## src/hdl/mem_island_settings.svh

```systemverilog
// Sizes are fixed and all power of two; only wide accesses aligned to 16 bytes are supported
`ifndef MEM_ISLAND_SETTINGS_SVH
`define MEM_ISLAND_SETTINGS_SVH

// --------------------------------------------------
// Data path sizes
// --------------------------------------------------
// Byte address seen by both requesters
`define MI_ADDR_WIDTH 12
// Narrow port word
`define MI_NARROW_WIDTH 32
// Wide port word, one lane per bank
`define MI_WIDE_WIDTH 128

// --------------------------------------------------
// Bank organisation
// --------------------------------------------------
`define MI_NUM_BANKS 4
// Rows per bank
`define MI_WORDS_PER_BANK 256
// Row index inside a bank
`define MI_ROW_WIDTH 8
// Width of the bank-select field
`define MI_BANK_SEL_WIDTH 2

// --------------------------------------------------
// Address field positions
// --------------------------------------------------
// Bank select sits right above the byte offset
`define MI_BANK_LSB 2
// Row sits above the bank select
`define MI_ROW_LSB 4

`endif

```

## src/hdl/mem_island_pkg.sv

```systemverilog
// Struct layouts follow the settings header and change only together with it
`include "mem_island_settings.svh"

package mem_island_pkg;

    // --------------------------------------------------
    // Enums
    // --------------------------------------------------
    // Access direction, shared by every port
    typedef enum logic {
        OP_READ  = 1'b0,
        OP_WRITE = 1'b1
    } mem_op_e;

    // Wide request life cycle in the splitter
    typedef enum logic [1:0] {
        WIDE_IDLE   = 2'd0,
        WIDE_WAIT   = 2'd1,
        WIDE_ISSUED = 2'd2
    } wide_state_e;

    // --------------------------------------------------
    // Requests
    // --------------------------------------------------
    // Narrow request, one 32-bit word
    typedef struct packed {
        mem_op_e                        op;
        logic [`MI_ADDR_WIDTH-1:0]      addr;
        logic [`MI_NARROW_WIDTH-1:0]    wdata;
        logic [`MI_NARROW_WIDTH/8-1:0]  be;
    } narrow_req_t;

    // Wide request, one row across all banks
    typedef struct packed {
        mem_op_e                        op;
        logic [`MI_ADDR_WIDTH-1:0]      addr;
        logic [`MI_WIDE_WIDTH-1:0]      wdata;
        logic [`MI_WIDE_WIDTH/8-1:0]    be;
    } wide_req_t;

    // Request as seen by a single bank
    typedef struct packed {
        mem_op_e                        op;
        logic [`MI_ROW_WIDTH-1:0]       row;
        logic [`MI_NARROW_WIDTH-1:0]    wdata;
        logic [`MI_NARROW_WIDTH/8-1:0]  be;
    } bank_req_t;

    // --------------------------------------------------
    // Responses
    // --------------------------------------------------
    // Read data only, valid travels beside it
    typedef struct packed {
        logic [`MI_NARROW_WIDTH-1:0] rdata;
    } narrow_rsp_t;

    typedef struct packed {
        logic [`MI_WIDE_WIDTH-1:0] rdata;
    } wide_rsp_t;

endpackage

```

## src/hdl/bank_arbiter.sv

```systemverilog
// Narrow always wins and a wide access goes to all banks at once, so steady narrow traffic starves it
`timescale 1ns/100ps
`include "mem_island_settings.svh"

module bank_arbiter (
    input  logic                                            clk_i,
    input  logic                                            rst_i,
    // Narrow requester
    input  logic                                            narrow_req_valid_i,
    input  mem_island_pkg::narrow_req_t                     narrow_req_i,
    // Wide lanes from the splitter
    input  logic                                            wide_pending_i,
    input  mem_island_pkg::bank_req_t [`MI_NUM_BANKS-1:0]   wide_lane_req_i,
    // Bank read data
    input  logic [`MI_NUM_BANKS-1:0][`MI_NARROW_WIDTH-1:0]  bank_rdata_i,
    // Bank requests
    output logic [`MI_NUM_BANKS-1:0]                        bank_valid_o,
    output mem_island_pkg::bank_req_t [`MI_NUM_BANKS-1:0]   bank_req_o,
    // Wide handshake back to the splitter
    output logic                                            wide_grant_o,
    output logic                                            wide_done_o,
    // Narrow response
    output logic                                            narrow_rsp_valid_o,
    output mem_island_pkg::narrow_rsp_t                     narrow_rsp_o
);

    import mem_island_pkg::*;

    // Decoded narrow target
    logic [`MI_BANK_SEL_WIDTH-1:0]  narrow_bank;
    logic [`MI_NUM_BANKS-1:0]       narrow_sel;
    bank_req_t                      narrow_bank_req;

    // Source record for the response cycle
    logic                           narrow_valid_q;
    logic [`MI_BANK_SEL_WIDTH-1:0]  narrow_bank_q;
    logic                           wide_grant_q;

    // --------------------------------------------------
    // Narrow decode
    // --------------------------------------------------
    // Bank from bits [3:2], byte offset dropped
    assign narrow_bank = narrow_req_i.addr[`MI_BANK_LSB +: `MI_BANK_SEL_WIDTH];

    // One-hot target, empty without a strobe
    always_comb begin
        narrow_sel = '0;
        if (narrow_req_valid_i) begin
            narrow_sel[narrow_bank] = 1'b1;
        end
    end

    // Reshape into a bank request, row from bits [11:4]
    always_comb begin
        narrow_bank_req.op    = narrow_req_i.op;
        narrow_bank_req.row   = narrow_req_i.addr[`MI_ROW_LSB +: `MI_ROW_WIDTH];
        narrow_bank_req.wdata = narrow_req_i.wdata;
        narrow_bank_req.be    = narrow_req_i.be;
    end

    // --------------------------------------------------
    // Grant and bank muxing
    // --------------------------------------------------
    // Wide goes only in a cycle with no narrow strobe at all
    // even if the narrow access hits a single bank
    assign wide_grant_o = wide_pending_i & ~narrow_req_valid_i;

    always_comb begin
        for (int k = 0; k < `MI_NUM_BANKS; k++) begin
            bank_valid_o[k] = narrow_sel[k] | wide_grant_o;
            // Narrow owns its bank, otherwise the wide lane
            if (narrow_sel[k]) begin
                bank_req_o[k] = narrow_bank_req;
            end else begin
                bank_req_o[k] = wide_lane_req_i[k];
            end
        end
    end

    // --------------------------------------------------
    // Response routing
    // --------------------------------------------------
    // Remember who was served, matches the bank read latency
    always_ff @(posedge clk_i) begin
        if (rst_i) begin
            narrow_valid_q <= 1'b0;
            narrow_bank_q  <= '0;
            wide_grant_q   <= 1'b0;
        end else begin
            narrow_valid_q <= narrow_req_valid_i;
            wide_grant_q   <= wide_grant_o;
            if (narrow_req_valid_i) begin
                narrow_bank_q <= narrow_bank;
            end
        end
    end

    // Responses follow writes too
    assign narrow_rsp_valid_o = narrow_valid_q;
    // Read data of the bank served last cycle
    assign narrow_rsp_o.rdata = bank_rdata_i[narrow_bank_q];
    // All lanes are back one cycle after the grant
    assign wide_done_o        = wide_grant_q;

endmodule

```

## config.mk

```make
export PLATFORM = sky130hd
export DESIGN_NAME = bank_arbiter
export DESIGN_NICKNAME = d
export VERILOG_FILES = /design/src/hdl/mem_island_pkg.sv /design/src/hdl/bank_arbiter.sv
export VERILOG_INCLUDE_DIRS = /design/src /design/src/hdl
export SDC_FILE = /design/constraint.sdc
export NUM_CORES = 1
export LEC_CHECK = 0
export ABC_AREA = 1
export ABC_CLOCK_PERIOD_IN_PS = 1600
export BUFFER_PORTS_ARGS = -buffer_cell sky130_fd_sc_hd__buf_2
export CORE_AREA = 8 8 217 219
export CTS_BUF_LIST = sky130_fd_sc_hd__clkbuf_4 sky130_fd_sc_hd__clkbuf_8
export DETAILED_ROUTE_END_ITERATION = 10
export DIE_AREA = 0 0 225 227
export PLACE_DENSITY = 0.35
export SLEW_MARGIN = 5
export SYNTH_ARGS = -nofsm -noshare
export SYNTH_HDL_FRONTEND = slang
export SYNTH_SLANG_ARGS = --single-unit
```

## constraint.sdc

```tcl
create_clock -name clk_i -period 1.6 [get_ports clk_i]
set_clock_uncertainty 0.2 [all_clocks]
set_input_delay 0.08 -clock clk_i [delete_from_list [all_inputs] [get_ports clk_i]]
set_output_delay 0.08 -clock clk_i [all_outputs]
set_load 0.05 [all_outputs]
```

After elaboration in Yosys (flattened, before gate mapping)
Index checks and enable logic that the tools add are counted.
Storage, ports and cells
  input bits: 361
  logic and storage cells: 22
  register bits: 4
Operators by class
  bitwise gates (word level): 6
  order comparisons: 3
  reduce and logical (&&, ||, !) cells: 1
  muxes and demuxes: 9
Operators by type and width (number)
  2-to-1 mux 45 bit: 4
  binary-select mux 32 bit (select 2 bit): 1
  2-to-1 mux 32 bit: 1
  < comparator 2 x 3 -> 1 bit (second input constant): 2
  2-to-1 mux 4 bit: 1
  OR 1 bit: 4
  demux 1 bit (select 2 bit): 1
  greater-or-equal comparator 2 x 1 -> 1 bit (second input constant): 1
  bitwise AND 1 bit: 1
  logical AND 1 bit: 1
  2-to-1 mux 1 bit: 1
  NOT 1 bit: 1

Logic depth before layout (Yosys ltp)
  word-level depth: 6
  mapped depth: 6

Least setup slack after synthesis
No wires, ideal clock.
  kind: input -> output
  start point: input narrow_req_valid_i
  end point: output bank_req_o[150] (netlist name)
  cell stages on the path: 4
  buffers on the path: 2
  path slack: -312 ps
  arrival: 1632 ps
  cell sequence: buf_4 -> nand3_4 -> clkbuf_1 -> o21ai_0
RTL lines
  start: declaration: line bank_arbiter.sv:9  | input logic narrow_req_valid_i,
  end: declaration: line bank_arbiter.sv:18  | output mem_island_pkg::bank_req_t [`MI_NUM_BANKS-1:0] bank_req_o,

==> impl_metrics.ini <==
[timing]
max_slew_margin = 0.8068
fmaxAchievable_mhz = 627.1
hold_viol_final = 0
worstMarginPinSlew_ps = 289.8
rsz0062_at_grt = yes
timing.hold.ws_ps = 39.88
fin_crit_sh = 0.9966
maxSlewViolCount = 0
setup_tns_ps = 0
fin_crit_ps = 1595
fin_ws_ps = 5.465
finalSetupViolCount = 0

[grt]
grt_pass1_vias = 8304
grt_usage = 0.1329
grt_max_degree = 51
grt_antenna_before_repair = 10
grt.overflow.total = 0
grt_pass1_wl_mm = 52.67

[placement]
dp_hpwl_mm = 31.27
post-place-ws_ps = 15.01
port_buffers = 577
place_congestion = 0.9018

[yosys]
syn-num-nets = 1353
ys.flop_type = dfxtp_1
synth_edf_count = 0
synth.avg_cell_area_um2 = 4.389
synth_area_um2 = 4354
synth-async-reset-ratio = 0
synth_xor_area_frac = 0
synth_compound_area_frac = 0.05402
yosys_warnings = 0
ys_seq_area_frac = 0.01839
synth_top_family_by_area = simple AND/OR/NAND/NOR gates
ys_ff_latch = 4
muxShareOfSynthArea = 0
yosys.area_share.simple = 0.6698
synthDistinctLibCells = 21
synth_fa_ha_area_frac = 0
syn_inst = 992

[finish]
multi_input_comb_area_um2 = 3184
num_antenna_cells = 0
final_util = 0.1988
fill_cells = 5255
drive_above_1_share = 0.4158
final_common_cell = buf_2
final_cell_mix = 529 x buf_2, 523 x nand2_1, 176 x inv_1
regArea_um2 = 83.83
area_growth_pct = 99.22
nNetsFinal = 1907

[routing]
top_layer = met5
drc = 0
first_iter_violations = 335
wl_met2_mm = 19.32
wirelength_mm = 37.93
ant_nets = 0
met1_length_mm = 14.67
dr.pass1.iters = 5
viasPerCell = 3.832
vias = 8185
wl_per_cell_um = 17.76
dr_wl_met3_mm = 3.216

[die]
die_w_um = 225
dieArea_um2 = 51080
core_area_um2 = 43640
io_pins = 580
fp.dieH_um = 227
rows = 77
initial_core_util = 0.09977

[cts]
cts_sinks = 4
cts_root_buffer = clkbuf_8
cts_max_level = 1
cts_tree = done
clkTransAtPathRegs_ps = 30
clock_path_buffers = 2
cts_made_buffers = 3
insertion_delay_ps = 220

[setup_path]
cp_slowest_cell = dfxtp_4
max_stage_delay_ps = 410
worstPathCellList = inv_8 > clkbuf_16 > nand2_1 > nand3_2 > nand2_2 > buf_8
path_class = flop to output pin
cp-end-kind = output pin
cp.required_ps = 1320
startpoint_type = flop
crit_buf_inv = 3
crit_fanout = 8
cp_top_family = buffers and inverters
critical_path_arrival_ps = 1310

[pwr]
p_sw_frac = 0.6576
p_seq_frac = 0.026
p_per_area_nw_per_um2 = 502.0
p_clk_frac = 0.052
intPower_mw = 1.491
power_frac_comb = 0.922
switching_power_mw = 2.864
cellLeakagePower_nw = 5.758
total_power_mw = 4.355
peakVddDrop_v = 0.0002477

[run_status]
status = finished, final reports clean

[min_path]
holdCritPathClass = input pin to flop

[flow_run]
max_cap_violations = 0
## stage by stage
stage                     cells  area [um2]
after global routing       2136        8675
final                      2136        8675
after global placement     2126        8207
after CTS                  2134        8513
after floorplan             992        4354
after detailed placement   2126        8207
## worst min-delay path, delay by kind of cell
family          cells  cell delay [ps]
buf+inv             1              190
simple gates        1               90
compound gates      1               50
## flip-flops by register name (all words and copies together) (netlist names)
register / flops
wide_done_o: 1
narrow_bank_q: 2
narrow_rsp_valid_o: 1
## layout make-up
| cell class | count | area share |
|---|---|---|
| Clock buffer | 3 | 0.004760 |
| Inverter | 179 | 0.07890 |
| Multi-Input combinational cell | 738 | 0.3671 |
| Sequential cell | 4 | 0.009664 |
| Tap cell | 592 | 0.08539 |
| Timing Repair Buffer | 620 | 0.4542 |
## worst paths after layout
| kind | from | endpoint | slack [ps] | depth (start not counted) |
|---|---|---|---|---|
| setup / recovery | narrow_bank_q[0] | narrow_rsp_o[1] | 5 | 6 |
| setup reg to reg | narrow_bank_q[0] | narrow_bank_q[0] | 530 | 3 |
| hold reg to reg | narrow_bank_q[1] | narrow_bank_q[1] | 490 | 3 |
| hold / removal | narrow_req_valid_i | narrow_bank_q[0] | 40 | 3 |
## power by group through the flow
stage | clock network [mW] | logic (mW) | registers [mW]
2_1_floorplan | 0 | 2.42 | 0.117
3_3_place_gp | 0 | 3.84 | 0.111
3_5_place_dp | 0 | 3.84 | 0.111
4_1_cts | 0.236 | 4.00 | 0.111
5_1_grt | 0.237 | 4.28 | 0.112
6_report | 0.227 | 4.02 | 0.112
## cell families after synthesis
family	count (synthesis)
flops	4
simple gates	691
buf+inv	250
compound gates	47
## per-layer routing
metal / vias to the layer above / GRT usage
met5: - / 0
met2: 424 / 0.2498
met4: 2 / 0.02490
met1: 3618 / 0.1495
li1: 4094 / -
met3: 47 / 0.03530
## synth_stat cells, types with 4 or more instances
library cell	number	area, um2
inv_1	177	664.4
o21ai_0	43	215.2
buf_6	11	123.9
buf_4	14	105.1
nand2_1	528	1982
nand3_1	109	545.5
nand4_1	45	281.5
buf_2	33	165.2
dfxtp_1	4	80.08
clkbuf_1	9	33.78
## repair_timing
item,in CTS,in global routing
pin swaps,1,12
setup endpoints to repair,32,34
buffers inserted,1,0
gates resized for setup,56,32
hold buffers,1,0
hold endpoints to repair,4,0
cloned,3,3
Power figures use the tool's default switching activity.
