--- config.mk ---
export PLATFORM = sky130hd
export DESIGN_NAME = wide_splitter
export DESIGN_NICKNAME = d
export VERILOG_FILES = /design/src/hdl/mem_island_pkg.sv /design/src/hdl/wide_splitter.sv
export VERILOG_INCLUDE_DIRS = /design/src /design/src/hdl
export SDC_FILE = /design/constraint.sdc
export NUM_CORES = 1
export LEC_CHECK = 0
export ABC_CLOCK_PERIOD_IN_PS = 20800
export BUFFER_PORTS_ARGS = -buffer_cell sky130_fd_sc_hd__buf_4
export CORE_AREA = 2 2 236 238
export CTS_CLUSTER_DIAMETER = 200
export DETAILED_ROUTE_END_ITERATION = 8
export DIE_AREA = 0 0 238 240
export GPL_TIMING_DRIVEN = 0
export SYNTH_ARGS = -nofsm -noshare
export SYNTH_HDL_FRONTEND = slang
export SYNTH_SLANG_ARGS = --single-unit
--- constraint.sdc ---
create_clock -name clk_i -period 20.8 [get_ports clk_i]
set_input_delay 4.16 -clock clk_i [delete_from_list [all_inputs] [get_ports clk_i]]
set_output_delay 4.16 -clock clk_i [all_outputs]
set_load 0.05 [all_outputs]
--- src/hdl/mem_island_settings.svh ---
// Sizes are fixed and all power of two; only wide accesses aligned to 16 bytes are supported
`ifndef MEM_ISLAND_SETTINGS_SVH
`define MEM_ISLAND_SETTINGS_SVH

// --------------------------------------------------
// Data path sizes
// --------------------------------------------------
// Byte address seen by both requesters
`define MI_ADDR_WIDTH 12
// Narrow port word
`define MI_NARROW_WIDTH 32
// Wide port word, one lane per bank
`define MI_WIDE_WIDTH 128

// --------------------------------------------------
// Bank organisation
// --------------------------------------------------
`define MI_NUM_BANKS 4
// Rows per bank
`define MI_WORDS_PER_BANK 256
// Row index inside a bank
`define MI_ROW_WIDTH 8
// Width of the bank-select field
`define MI_BANK_SEL_WIDTH 2

// --------------------------------------------------
// Address field positions
// --------------------------------------------------
// Bank select sits right above the byte offset
`define MI_BANK_LSB 2
// Row sits above the bank select
`define MI_ROW_LSB 4

`endif

--- src/hdl/mem_island_pkg.sv ---
// Struct layouts follow the settings header and change only together with it
`include "mem_island_settings.svh"

package mem_island_pkg;

    // --------------------------------------------------
    // Enums
    // --------------------------------------------------
    // Access direction, shared by every port
    typedef enum logic {
        OP_READ  = 1'b0,
        OP_WRITE = 1'b1
    } mem_op_e;

    // Wide request life cycle in the splitter
    typedef enum logic [1:0] {
        WIDE_IDLE   = 2'd0,
        WIDE_WAIT   = 2'd1,
        WIDE_ISSUED = 2'd2
    } wide_state_e;

    // --------------------------------------------------
    // Requests
    // --------------------------------------------------
    // Narrow request, one 32-bit word
    typedef struct packed {
        mem_op_e                        op;
        logic [`MI_ADDR_WIDTH-1:0]      addr;
        logic [`MI_NARROW_WIDTH-1:0]    wdata;
        logic [`MI_NARROW_WIDTH/8-1:0]  be;
    } narrow_req_t;

    // Wide request, one row across all banks
    typedef struct packed {
        mem_op_e                        op;
        logic [`MI_ADDR_WIDTH-1:0]      addr;
        logic [`MI_WIDE_WIDTH-1:0]      wdata;
        logic [`MI_WIDE_WIDTH/8-1:0]    be;
    } wide_req_t;

    // Request as seen by a single bank
    typedef struct packed {
        mem_op_e                        op;
        logic [`MI_ROW_WIDTH-1:0]       row;
        logic [`MI_NARROW_WIDTH-1:0]    wdata;
        logic [`MI_NARROW_WIDTH/8-1:0]  be;
    } bank_req_t;

    // --------------------------------------------------
    // Responses
    // --------------------------------------------------
    // Read data only, valid travels beside it
    typedef struct packed {
        logic [`MI_NARROW_WIDTH-1:0] rdata;
    } narrow_rsp_t;

    typedef struct packed {
        logic [`MI_WIDE_WIDTH-1:0] rdata;
    } wide_rsp_t;

endpackage

--- src/hdl/wide_splitter.sv ---
// One wide request in flight and no back-pressure, with address bits [3:0] ignored
`timescale 1ns/100ps
`include "mem_island_settings.svh"

module wide_splitter (
    input  logic                                            clk_i,
    input  logic                                            rst_i,
    // Wide requester
    input  logic                                            wide_req_valid_i,
    input  mem_island_pkg::wide_req_t                       wide_req_i,
    // Arbiter handshake
    input  logic                                            wide_grant_i,
    input  logic                                            wide_done_i,
    input  logic [`MI_NUM_BANKS-1:0][`MI_NARROW_WIDTH-1:0]  bank_rdata_i,
    // Lanes toward the arbiter
    output logic                                            wide_pending_o,
    output mem_island_pkg::bank_req_t [`MI_NUM_BANKS-1:0]   wide_lane_req_o,
    // Wide response
    output logic                                            wide_rsp_valid_o,
    output mem_island_pkg::wide_rsp_t                       wide_rsp_o
);

    import mem_island_pkg::*;

    // Byte enables per lane
    localparam int unsigned LaneBe = `MI_NARROW_WIDTH / 8;

    wide_state_e state_q;
    wide_state_e state_d;
    // Held request while waiting for a free cycle
    wide_req_t   hold_q;
    // Request currently offered to the banks
    wide_req_t   active_req;
    logic        capture;

    // --------------------------------------------------
    // Request FSM
    // --------------------------------------------------
    always_comb begin
        state_d = state_q;
        capture = 1'b0;
        case (state_q)
            WIDE_IDLE: begin
                if (wide_req_valid_i) begin
                    capture = 1'b1;
                    // Granted right away when no narrow strobe is present
                    if (wide_grant_i) begin
                        state_d = WIDE_ISSUED;
                    end else begin
                        state_d = WIDE_WAIT;
                    end
                end
            end
            WIDE_WAIT: begin
                if (wide_grant_i) begin
                    state_d = WIDE_ISSUED;
                end
            end
            WIDE_ISSUED: begin
                if (wide_done_i) begin
                    // A new strobe may arrive with the response
                    if (wide_req_valid_i) begin
                        capture = 1'b1;
                        state_d = WIDE_WAIT;
                    end else begin
                        state_d = WIDE_IDLE;
                    end
                end
            end
            default: begin
                state_d = WIDE_IDLE;
            end
        endcase
    end

    always_ff @(posedge clk_i) begin
        if (rst_i) begin
            state_q <= WIDE_IDLE;
        end else begin
            state_q <= state_d;
        end
    end

    // Payload only
    always_ff @(posedge clk_i) begin
        if (capture) begin
            hold_q <= wide_req_i;
        end
    end

    // --------------------------------------------------
    // Lane split
    // --------------------------------------------------
    // Fresh strobe bypasses the holding register
    assign active_req     = (state_q == WIDE_WAIT) ? hold_q : wide_req_i;
    assign wide_pending_o = (state_q == WIDE_WAIT) ||
                            ((state_q == WIDE_IDLE) && wide_req_valid_i);

    always_comb begin
        for (int k = 0; k < `MI_NUM_BANKS; k++) begin
            wide_lane_req_o[k].op    = active_req.op;
            // Same row in every bank
            wide_lane_req_o[k].row   = active_req.addr[`MI_ROW_LSB +: `MI_ROW_WIDTH];
            wide_lane_req_o[k].wdata = active_req.wdata[k*`MI_NARROW_WIDTH +: `MI_NARROW_WIDTH];
            wide_lane_req_o[k].be    = active_req.be[k*LaneBe +: LaneBe];
        end
    end

    // --------------------------------------------------
    // Reassembly
    // --------------------------------------------------
    // Lane 0 in the low bits
    always_comb begin
        for (int k = 0; k < `MI_NUM_BANKS; k++) begin
            wide_rsp_o.rdata[k*`MI_NARROW_WIDTH +: `MI_NARROW_WIDTH] = bank_rdata_i[k];
        end
    end

    assign wide_rsp_valid_o = wide_done_i;

endmodule

* Yosys cells after proc, flatten, opt, wreduce, memory -nomap -nowiden
Cells that the tools add are included.
** Storage, ports and cells
- Register bits :: 159
- Output and inout port bits :: 310
** Operators by class
- Equal/unequal tests :: 5
- Muxes and demuxes :: 10
- Reduce and logical (&&, ||, !) cells :: 4
** Operator list (number)
- two-way mux 157 bit :: 1
- two-way mux 2 bit :: 4
- != test 2 bit, second input constant :: 3
- one-hot mux 2 bit (3 select lines) :: 1
- two-way mux 1 bit :: 3
- AND reduction 3 bit :: 1
- == test 2 x 1 -> 1 bit, second input constant :: 1
- == test 2 bit, second input constant :: 1
- zero test 2 bit :: 1
- one-hot mux 1 bit (2 select lines) :: 1
- logical AND 1 bit :: 1
- logical OR 1 bit :: 1

* Depth between registers and ports, before layout
Gate-level depths: netlist of the first run.
- Word-level depth :: 3
- Mapped depth :: 6

* Least setup slack after synthesis of the first run
OpenSTA, ideal clock, no wires.
- Path type :: input to register
- Start point :: input port wide_done_i
- End point :: register hold_q[0] (netlist name) (enable)
- Library setup time :: 0.885 ns
- Arrival :: 15.238 ns
- Required time :: 19.915 ns
- Path slack :: 4.677 ns
- Stages on the path :: 2
- Buffers on the path :: 0
- Cell sequence :: nor2b_1 nor3b_1
** On the way
- Cells in the longest elaborated chain, start to end :: 2
** RTL lines
- start: declaration :: RTL line wide_splitter.sv:13 : input logic wide_done_i,
- two-way mux 1 bit :: RTL line wide_splitter.sv:60 : if (wide_done_i) begin
- one-hot mux 1 bit (2 select lines) :: RTL line wide_splitter.sv:42 : case (state_q)
- named net capture :: RTL line wide_splitter.sv:34 : logic capture;
- end signal: assignment :: RTL line wide_splitter.sv:87 : hold_q <= wide_req_i;
- end: declaration :: RTL line wide_splitter.sv:31 : wide_req_t hold_q;
The timed path passes the listed nets, and every way through them passes these cells.
A chain may end at the register's enable or synchronous reset.

==> insert_results.sql, run 1 <==
INSERT INTO impl_metrics (metric_group, metric, value, unit) VALUES
('status', 'outcome', 'completed', ''),
('clock_network', 'post-cts-setup-buffer-count', '0', ''),
('floorplanning', 'num_rows', '86', ''),
('sta', 'final.setup_skew', '0.0123', 'ns'),
('finish', 'multi_input_comb_area', '2060', 'um^2'),
('clock_network', 'cts_sinks', '155', ''),
('sta', 'share_of_the_clock_period_used_by_the_worst_path', '43.6', '%'),
('sta', 'setup-violations-final', '0', ''),
('clock_network', 'clock_buffer_count_from_cts', '17', ''),
('setup_path', 'path_class', 'in -> out', ''),
('clock_network', 'clk_path_buf_depth', '2', ''),
('finish', 'layout.cells.most_common', 'sky130_fd_sc_hd__buf_4', ''),
('finish', 'num-nets-final', '1284', ''),
('clock_network', 'cts_max_level', '4', ''),
('yosys', 'yosysSeqAreaShare', '57.3', '%'),
('finish', 'n_antenna_cell', '0', ''),
('yosys', 'yosys_register_bits', '155', ''),
('flow_run', 'max_cap_viol_count', '0', ''),
('yosys', 'syn_avg_cell_area', '16.4', 'um^2'),
('route', 'wl', '24.0', 'mm'),
('finish', 'syn2layout_area_growth', '62.7', '%'),
('route', 'detail-route-antenna-nets', '0', ''),
('sta', 'grt_setup_unrepaired', 'no', ''),
('finish', 'filler_cell_count', '5739', ''),
('setup_path', 'timing.critical_path.fanout_max', '4', ''),
('sta', 'setup_tns', '0', 'ns'),
('grt', 'grt_pass1_vias', '5610', ''),
('yosys', 'synthTopCellsByArea', 'sky130_fd_sc_hd__edfxtp_1 57%, sky130_fd_sc_hd__buf_4 15%, sky130_fd_sc_hd__mux2_4 13%', ''),
('power', 'overall_power', '1.00', 'mW'),
('setup_path', 'cp_data_arrival_time', '4.91', 'ns'),
('power', 'total_power_density_per_cell_area', '76.2', 'nW/um^2'),
('yosys', 'synth_cell_type_count', '15', ''),
('placement', 'numPortBuffers', '467', ''),
('sta', 'max_slew.worst_pin.slew', '0.379', 'ns'),
('sta', 'hold_viol_final', '0', ''),
('placement', 'gp_congestion', '0.755', ''),
('finish', 'post_route_cells_drive_above_1_share', '83.2', '%'),
('power', 'worst_ir_drop_vdd', '0.0563', 'mV'),
('placement', 'placedInstanceArea', '12700', 'um^2'),
('finish', 'seqCellArea', '4630', 'um^2'),
('grt', 'number_of_antenna_violations_at_the_first_check_in_global_routing', '0', ''),
('clock_network', 'postCtsResizedCells', '0', ''),
('grt', 'use_met3', '3.18', '%'),
('grt', 'globalRouteMet2Util', '12.6', '%'),
('floorplanning', 'die_height', '240', 'um'),
('sta', 'achievable-frequency', '110', 'MHz'),
('route', 'drt-pass1-iter-count', '4', ''),
('setup_path', 'required', '16.64', 'ns'),
('grt', 'gr-usage-met1', '9.61', '%'),
('finish', 'mostFrequentLayoutCells', '631 x sky130_fd_sc_hd__buf_4, 153 x sky130_fd_sc_hd__edfxtp_1, 83 x sky130_fd_sc_hd__mux2_2', ''),
('grt', 'grt_overflow_total', '0', ''),
('finish', 'final_core_utilization', '24.1', '%'),
('route', 'avgViaCountPerCell', '3.27', ''),
('setup_path', 'worstSetupStartpointType', 'input port', ''),
('yosys', 'syn-cell-area', '8090', 'um^2'),
('hold_path', 'worstHoldPathType', 'reg -> reg', ''),
('grt', 'grt_util_all_layers', '7.96', '%'),
('floorplanning', 'initial_standard_cell_utilization_of_the_core', '14.8', '%'),
('floorplanning', 'chipWidth', '238', 'um'),
('sta', 'hold_ws', '0.522', 'ns'),
('clock_network', 'cts.clk_slew.worst_paths', '0.06', 'ns'),
('route', 'wire_per_inst', '14.0', 'um'),
('sta', 'max-slew-margin-rel', '74.6', '%'),
('yosys', 'synth_top_cell_by_area', 'sky130_fd_sc_hd__edfxtp_1', ''),
('grt', 'grt_busiest_layer', 'met2', ''),
('route', 'routed-via-count', '5597', ''),
('grt', 'global_route_wire_length_before_repair', '33.5', 'mm'),
('route', 'drt_first_iter_violations', '127', ''),
('route', 'drt_drc_violations_left', '0', ''),
('power', 'leakage', '5.76', 'nW'),
('yosys', 'portion_of_synthesized_cell_area_occupied_by_the_leading_cell_type', '56.8', '%');
==> flip-flops by register name, summed over array words and instances, names as in the netlist <==
name	count
state_q	2
hold_q	153
==> cell families after synthesis <==
logic type	count (synthesis)	synth area share (%)
AO/OA/AOI/OAI	2	0.124
buffers and inverters	173	17.3
flip-flops	155	57.3
multiplexers	153	24.5
AND/OR/NAND/NOR	10	0.727
==> worst paths after layout <==
path | end | start | slack [ns] | depth (start not counted)
setup / recovery | wide_lane_req_o[89] | wide_req_i[156] | 11.73 | 4
hold / removal | state_q[1]$_SDFFE_PP0P_ | state_q[1]$_SDFFE_PP0P_ | 0.52 | 2
setup reg to reg | hold_q[143]$_DFFE_PP_ | state_q[1]$_SDFFE_PP0P_ | 18.49 | 8
hold reg to reg | state_q[1]$_SDFFE_PP0P_ | state_q[1]$_SDFFE_PP0P_ | 0.52 | 2
==> per-stage QoR <==
step | worst slack, ns | cells
2_1_floorplan | 4.68 | 493
3_3_place_gp | -1.38 | 1664
3_5_place_dp | 11.73 | 1679
4_1_cts | 11.72 | 1711
5_1_grt | 11.71 | 1711
6_report | 11.73 | 1711
==> layer usage <==
| metal | share of wire (%) | up-vias |
|---|---|---|
| met2 | 49 | 234 |
| li1 | - | 2647 |
| met5 | 0 | - |
| met4 | 1.7 | 0 |
| met1 | 42 | 2696 |
| met3 | 7.0 | 20 |
==> synthesized netlist by cell type (all sizes together) <==
library cell	n
edfxtp	153
mux2	153
dfxtp	2
nor2	3
buf	173
nor3b	1
or3b	1
nand4b	1
or3	1
a21oi	2
nand2	1
nor2b	2
==> worst max-delay path, cell delays in order <==
cell and delay [ns]:
sky130_fd_sc_hd__buf_4 0.11, sky130_fd_sc_hd__mux2_2 0.31, sky130_fd_sc_hd__buf_4 0.14, sky130_fd_sc_hd__buf_4 0.18
==> layout make-up <==
cell class                      count  area share, %
Multi-Input combinational cell    165           15.6
Tap cell                          704           6.69
Clock buffer                       20           3.32
Clock inverter                     12          0.580
Timing Repair Buffer              482           27.9
Buffer                            173           10.7
Sequential cell                   155           35.2
==> report_power, final <==
| part | leakage (nW) | switching, mW | internal [mW] |
|---|---|---|---|
| sequential | 1.49 | 0.00520 | 0.369 |
| combinational | 4.02 | 0.213 | 0.131 |
| clock | 0.243 | 0.134 | 0.151 |
Note: power is estimated with default switching activity, not from simulation.
==> inputs of run 2 (changes only) <==
- ABC_CLOCK_PERIOD_IN_PS: 20800 -> 8900
- clock period: 20.8 -> 8.9 ns (I/O delays scaled with it)
==> insert_results.sql, run 2 (synthesized netlist as in run 1, its figures left out) <==
INSERT INTO impl_metrics (metric_group, metric, value, unit) VALUES
('status', 'outcome', 'completed', ''),
('finish', 'top_regs', 'hold_q (153), state_q (2)', ''),
('grt', 'grt_overflow_total', '0', ''),
('power', 'pwr-share-comb', '32.0', '%'),
('finish', 'number_of_flip_flops_under_the_largest_register_name', '153', ''),
('setup_path', 'path_class', 'in -> out', ''),
('grt', 'grt_max_degree', '20', ''),
('route', 'drt_first_iter_violations', '185', ''),
('route', 'detail-route-antenna-nets', '0', ''),
('floorplanning', 'num_rows', '86', ''),
('power', 'sequentialPowerShare', '34.7', '%'),
('power', 'p_sw', '0.841', 'mW'),
('setup_path', 'timing.critical_path.fanout_max', '4', ''),
('grt', 'grt_util_all_layers', '7.90', '%'),
('clock_network', 'cts_root_buf', 'sky130_fd_sc_hd__clkbuf_16', ''),
('clock_network', 'cts_sinks', '155', ''),
('power', 'worst_ir_drop_vdd', '0.142', 'mV'),
('sta', 'max_slew.worst_pin.slew', '0.763', 'ns'),
('clock_network', 'clk_path_buf_depth', '2', ''),
('sta', 'setup-violations-final', '0', ''),
('finish', 'largest_register', 'hold_q', ''),
('grt', 'grt_pass1_vias', '5424', ''),
('clock_network', 'cts_max_level', '4', ''),
('finish', 'syn2layout_area_growth', '64.5', '%'),
('floorplanning', 'initial_standard_cell_utilization_of_the_core', '14.8', '%'),
('finish', 'post-route-cell-area', '13300', 'um^2'),
('route', 'wl', '23.9', 'mm'),
('sta', 'share_of_the_clock_period_used_by_the_worst_path', '48.4', '%'),
('clock_network', 'cts.clk_slew.worst_paths', '0.07', 'ns'),
('power', 'internal_power', '1.67', 'mW'),
('placement', 'placedInstanceArea', '12600', 'um^2'),
('sta', 'final.setup_skew', '0.00502', 'ns'),
('floorplanning', 'coreArea', '54700', 'um^2'),
('hold_path', 'worstHoldPathType', 'reg -> reg', ''),
('finish', 'layout.cells.most_common', 'sky130_fd_sc_hd__buf_4', ''),
('route', 'wire_per_inst', '14.0', 'um'),
('placement', 'dp_hpwl', '19.0', 'mm'),
('grt', 'global_route_wire_length_before_repair', '33.1', 'mm'),
('clock_network', 'cts_tree', 'done', ''),
('power', 'power.switching_fraction', '33.4', '%'),
('clock_network', 'ctsHoldBuffers', '0', ''),
('clock_network', 'worstSkewPairLatency', '0.47', 'ns'),
('floorplanning', 'chipWidth', '238', 'um'),
('floorplanning', 'floorplan.die_area', '57100', 'um^2'),
('finish', 'n_antenna_cell', '0', ''),
('power', 'total_power_density_per_cell_area', '189', 'nW/um^2'),
('placement', 'gp_congestion', '0.782', ''),
('setup_path', 'cp_data_arrival_time', '2.53', 'ns'),
('power', 'leakage', '5.81', 'nW'),
('sta', 'hold_viol_final', '0', ''),
('clock_network', 'clock_buffer_count_from_cts', '17', ''),
('floorplanning', 'floorplan.io_pins', '600', ''),
('setup_path', 'critPathCaptureType', 'output port', ''),
('grt', 'number_of_antenna_violations_at_the_first_check_in_global_routing', '1', ''),
('route', 'drt-pass1-iter-count', '4', ''),
('sta', 'final_period_minus_worst_setup_slack', '4.31', 'ns'),
('finish', 'mostFrequentLayoutCells', '631 x sky130_fd_sc_hd__buf_4, 153 x sky130_fd_sc_hd__edfxtp_1, 83 x sky130_fd_sc_hd__mux2_2', ''),
('sta', 'grt_setup_unrepaired', 'no', ''),
('clock_network', 'post-cts-setup-buffer-count', '0', ''),
('clock_network', 'postCtsResizedCells', '0', ''),
('sta', 'achievable-frequency', '232', 'MHz'),
('flow_run', 'max_cap_viol_count', '0', ''),
('finish', 'num-nets-final', '1278', ''),
('sta', 'setup_tns', '0', 'ns'),
('finish', 'post_route_cells_drive_above_1_share', '83.4', '%'),
('setup_path', 'worstSetupStartpointType', 'input port', ''),
('placement', 'numPortBuffers', '467', ''),
('sta', 'max-slew-margin-rel', '49.1', '%'),
('floorplanning', 'die_height', '240', 'um'),
('sta', 'final_count_of_pins_violating_max_slew', '0', ''),
('route', 'drt_drc_violations_left', '0', ''),
('power', 'power_frac_clock', '33.3', '%'),
('setup_path', 'required', '7.12', 'ns'),
('route', 'avgViaCountPerCell', '3.24', ''),
('route', 'routed-via-count', '5522', '');
==> run 2: changes by cell type in the layout (fill, tap and decap cells not counted), sizes merged <==
cell and change:
clkbuf -1, buf -6, clkinvlp -2, inv +1, clkinv -3, bufinv +5
==> run 2: through the flow <==
step	util, %	setup slack [ns]	cells	hold WS (ns)	total power [mW]
3_5_place_dp	23.1	4.59	1673	0.516	1.70
4_1_cts	24.3	4.59	1705	0.526	2.56
3_3_place_gp	22.8	-2.75	1664	0.514	1.70
5_1_grt	24.3	4.57	1705	0.565	2.61
2_1_floorplan	-	0.601	493	0.476	1.45
6_report	24.3	4.59	1705	0.528	2.51
==> run 2: final timing paths <==
check | startpoint | endpoint | slack, ns | cells after the start
setup / recovery | wide_req_i[156] | wide_lane_req_o[179] | 4.59 | 4
hold / removal | state_q[1]$_SDFFE_PP0P_ | state_q[1]$_SDFFE_PP0P_ | 0.53 | 2
setup reg to reg | state_q[1]$_SDFFE_PP0P_ | hold_q[119]$_DFFE_PP_ | 6.34 | 7
hold reg to reg | state_q[1]$_SDFFE_PP0P_ | state_q[1]$_SDFFE_PP0P_ | 0.53 | 2
==> run 2: cell type report <==
type	count	area (um^2)
repair buffers	476	3670
multi-input cells	165	2070
clock inverters	13	214
plain buffers	173	1400
clock buffers	19	443
fillers	5746	41400
well taps	704	881
flip-flops and latches	155	4630
==> run 2: power groups by stage <==
stage / logic [mW] / clock network (mW) / registers (mW)
floorplan: 0.553 / 0 / 0.895
global placement: 0.795 / 0 / 0.903
detailed placement: 0.812 / 0 / 0.890
CTS: 0.813 / 0.874 / 0.874
global route: 0.836 / 0.895 / 0.878
finish: 0.805 / 0.836 / 0.874
==> run 2: routing by layer <==
layer	up-vias	wire length (um)	part of all wire, %	global-route usage [%]
li1	2634	-	-	-
met1	2613	9590	40	9.31
met2	248	11800	49	12.3
met3	25	2090	8.8	3.82
met4	2	396	1.7	3.20
met5	-	11	0.046	0
==> run 2: critical path: stages <==
cell and delay, ns:
sky130_fd_sc_hd__buf_4 0.11, sky130_fd_sc_hd__mux2_2 0.31, sky130_fd_sc_hd__buf_4 0.15, sky130_fd_sc_hd__buf_4 0.18
==> inputs of run 3 (changes only) <==
- ABC_AREA: default -> 1
- ABC_CLOCK_PERIOD_IN_PS: 8900 -> 3700
- CORE_AREA: 2 2 236 238 -> 2 2 232 234
- DIE_AREA: 0 0 238 240 -> 0 0 234 236
- clock period: 8.9 -> 3.7 ns (I/O delays scaled with it)
==> insert_results.sql, run 3 <==
INSERT INTO impl_metrics (metric_group, metric, value, unit) VALUES
('floorplanning', 'num_rows', '85', ''),
('yosys', 'yosysSeqAreaShare', '59.8', '%'),
('hold_path', 'worst_hold_path.endpoint', 'state_q[0]$_SDFFE_PP0P_', ''),
('yosys', 'synth_cell_type_count', '16', ''),
('yosys', 'yosys_register_bits', '155', ''),
('floorplanning', 'die_height', '236', 'um'),
('finish', 'post_route_cells_drive_above_1_share', '75.6', '%'),
('finish', 'largest_register', 'hold_q', ''),
('hold_path', 'timing.hold.worst_path_depth', '2', ''),
('placement', 'placement.setup.worst_slack', '0.849', 'ns'),
('setup_path', 'timing.critical_path.fanout_max', '10', ''),
('flow_run', 'max_cap_viol_count', '0', ''),
('sta', 'share_of_the_clock_period_used_by_the_worst_path', '86.2', '%'),
('placement', 'numPortBuffers', '467', ''),
('clock_network', 'clock_buffer_count_from_cts', '17', ''),
('route', 'wire_per_inst', '13.2', 'um'),
('finish', 'n_antenna_cell', '0', ''),
('sta', 'max_slew.worst_pin.slew', '0.934', 'ns'),
('grt', 'global_route_wire_length_before_repair', '32.5', 'mm'),
('yosys', 'synthTopCellsByArea', 'sky130_fd_sc_hd__edfxtp_1 59%, sky130_fd_sc_hd__buf_4 15%, sky130_fd_sc_hd__mux2_2 12%', ''),
('power', 'total_power_density_per_cell_area', '497', 'nW/um^2'),
('placement', 'gp_congestion', '0.732', ''),
('route', 'detail-route-antenna-nets', '0', ''),
('route', 'met3_wirelength', '1.99', 'mm'),
('yosys', 'syn-cell-area', '7750', 'um^2'),
('floorplanning', 'initial_standard_cell_utilization_of_the_core', '14.6', '%'),
('power', 'worst_ir_drop_vdd', '0.349', 'mV'),
('finish', 'mostFrequentLayoutCells', '623 x sky130_fd_sc_hd__buf_4, 153 x sky130_fd_sc_hd__edfxtp_1, 83 x sky130_fd_sc_hd__mux2_2', ''),
('setup_path', 'reg2reg_setup_slack', '1.33', 'ns'),
('sta', 'setup-violations-final', '0', ''),
('floorplanning', 'floorplan.die_area', '55200', 'um^2'),
('grt', 'grt_overflow_total', '0', ''),
('route', 'drt_drc_violations_left', '0', ''),
('setup_path', 'critPathCaptureType', 'output port', ''),
('yosys', 'yosys_warn_count', '0', ''),
('route', 'drt_first_iter_violations', '138', ''),
('clock_network', 'cts_max_level', '4', ''),
('setup_path', 'path_class', 'reg -> out', ''),
('route', 'avgViaCountPerCell', '3.28', ''),
('sta', 'grt_setup_unrepaired', 'no', ''),
('route', 'routed-via-count', '5599', ''),
('floorplanning', 'floorplan.io_pins', '600', ''),
('hold_path', 'worstHoldPathType', 'in -> reg', ''),
('clock_network', 'worstSkewPairLatency', '0.47', 'ns'),
('route', 'met1_length', '8.62', 'mm'),
('yosys', 'post_synth_net_total', '792', ''),
('route', 'total_met2_wirelength_after_detailed_routing', '11.5', 'mm'),
('setup_path', 'worstSetupStartpointType', 'flip-flop', ''),
('finish', 'filler_cell_count', '5579', ''),
('clock_network', 'ctsHoldBuffers', '0', ''),
('setup_path', 'r2r_end', 'hold_q[123]$_DFFE_PP_', ''),
('yosys', 'synth_commonest_cells', '156 x sky130_fd_sc_hd__buf_4, 153 x sky130_fd_sc_hd__edfxtp_1, 83 x sky130_fd_sc_hd__mux2_2, 70 x sky130_fd_sc_hd__mux2_1', ''),
('clock_network', 'cts_sinks', '155', ''),
('yosys', 'dominantRegCellSynth', 'sky130_fd_sc_hd__edfxtp_1', ''),
('finish', 'layout.cells.most_common', 'sky130_fd_sc_hd__buf_4', ''),
('grt', 'number_of_antenna_violations_at_the_first_check_in_global_routing', '0', ''),
('power', 'leakage', '5.63', 'nW'),
('grt', 'grt_util_all_layers', '7.86', '%'),
('status', 'outcome', 'completed', ''),
('setup_path', 'timing.rr.start', 'state_q[1]$_SDFFE_PP0P_', ''),
('setup_path', 'reg2reg_depth', '7', ''),
('grt', 'grt_max_degree', '22', ''),
('yosys', 'synth_top_cell_by_area', 'sky130_fd_sc_hd__edfxtp_1', ''),
('clock_network', 'cts.clk_slew.worst_paths', '0.06', 'ns'),
('yosys', 'yosysMostFrequentCell', 'sky130_fd_sc_hd__buf_4', ''),
('route', 'wl', '22.5', 'mm'),
('clock_network', 'cts_root_buf', 'sky130_fd_sc_hd__clkbuf_16', ''),
('hold_path', 'hold_path_startpoint', 'rst_i', ''),
('yosys', 'synth_enable_flop_cells', '153', ''),
('finish', 'number_of_flip_flops_under_the_largest_register_name', '153', ''),
('yosys', 'synth_cells', '502', ''),
('route', 'drt-pass1-iter-count', '4', ''),
('setup_path', 'required', '2.96', 'ns'),
('clock_network', 'post-cts-setup-buffer-count', '0', ''),
('yosys', 'syn_avg_cell_area', '15.4', 'um^2'),
('finish', 'top_regs', 'hold_q (153), state_q (2)', ''),
('sta', 'hold_viol_final', '0', ''),
('sta', 'final_count_of_pins_violating_max_slew', '0', ''),
('finish', 'syn2layout_area_growth', '67.0', '%'),
('sta', 'setup_tns', '0', 'ns'),
('grt', 'grt_pass1_vias', '5797', ''),
('sta', 'final.setup_skew', '0.0119', 'ns'),
('clock_network', 'postCtsResizedCells', '0', ''),
('route', 'routed.top_layer', 'met4', ''),
('placement', 'dp_hpwl', '17.9', 'mm'),
('floorplanning', 'coreArea', '53100', 'um^2'),
('yosys', 'portion_of_synthesized_cell_area_occupied_by_the_leading_cell_type', '59.3', '%'),
('yosys', 'async_flop_share', '0', '%'),
('finish', 'num-nets-final', '1286', ''),
('sta', 'achievable-frequency', '314', 'MHz'),
('setup_path', 'cp_data_arrival_time', '2.45', 'ns'),
('clock_network', 'cts_tree', 'done', ''),
('floorplanning', 'chipWidth', '234', 'um'),
('sta', 'timing.final.ws_setup', '0.511', 'ns'),
('clock_network', 'clk_path_buf_depth', '2', ''),
('sta', 'max-slew-margin-rel', '37.5', '%'),
('sta', 'final_period_minus_worst_setup_slack', '3.19', 'ns');
## run 3: cell type report
type                       count  area (um^2)  share of cell area [%]
buffer                       172         1300                    10.1
clock buffer                  17          425                    3.29
clock inverter                15          198                    1.53
inverter                       4         15.0                   0.116
multi-input combinational    171         1810                    14.0
sequential                   155         4630                    35.8
tap                          696          871                    6.73
timing repair buffer         475         3690                    28.5
## run 3: worst max path at each step
stage	from	end	slack (ns)	cells after the start
after floorplan	wide_req_valid_i	hold_q[0]$_DFFE_PP_	-1.22	2
after global placement	wide_req_valid_i	hold_q[121]$_DFFE_PP_	-3.24	3
after detailed placement	wide_req_valid_i	hold_q[118]$_DFFE_PP_	0.85	7
after CTS	state_q[1]$_SDFFE_PP0P_	wide_lane_req_o[126]	0.36	7
after global routing	state_q[1]$_SDFFE_PP0P_	wide_lane_req_o[81]	0.32	7
final	state_q[1]$_SDFFE_PP0P_	wide_lane_req_o[81]	0.51	7
## run 3: cell families after synthesis
logic type	after synthesis	synth area share (%)
buffers and inverters	176	17.0
AOI/OAI and AO/OA	4	0.258
muxes	153	22.2
DFF	155	59.8
and+or+nand+nor	14	0.758
## run 3: where the power goes
part	switching (mW)	leakage (nW)	internal, mW
Sequential	0.0363	1.49	2.12
Combinational	1.53	3.84	0.843
Clock	0.776	0.303	1.13
Total	2.34	5.63	4.09
## run 3: critical path, stage by stage, from the launching register on
cell	delay, ns
sky130_fd_sc_hd__dfxtp_1	0.41
sky130_fd_sc_hd__inv_2	0.09
sky130_fd_sc_hd__nand2_2	0.25
sky130_fd_sc_hd__buf_6	0.25
sky130_fd_sc_hd__buf_6	0.18
sky130_fd_sc_hd__mux2_1	0.43
sky130_fd_sc_hd__buf_4	0.17
sky130_fd_sc_hd__buf_4	0.18
## run 3: layer usage
layer  track usage (%)  vias to the layer above
li1                  -                     2664
met1              8.17                     2639
met2              13.6                      273
met3              3.59                       23
met4              3.26                        0
met5                 0                        -
## run 3: stage by stage
step	power [mW]	hold WS, ns	util, %	instance area, um^2	cells
after CTS	6.56	0.366	24.4	12900	1705
after floorplan	3.82	0.558	-	7760	502
after detailed placement	4.59	0.613	23.2	12300	1673
after global placement	4.55	0.578	22.9	12100	1665
after global routing	6.69	0.391	24.4	12900	1705
final	6.43	0.440	24.4	12900	1705
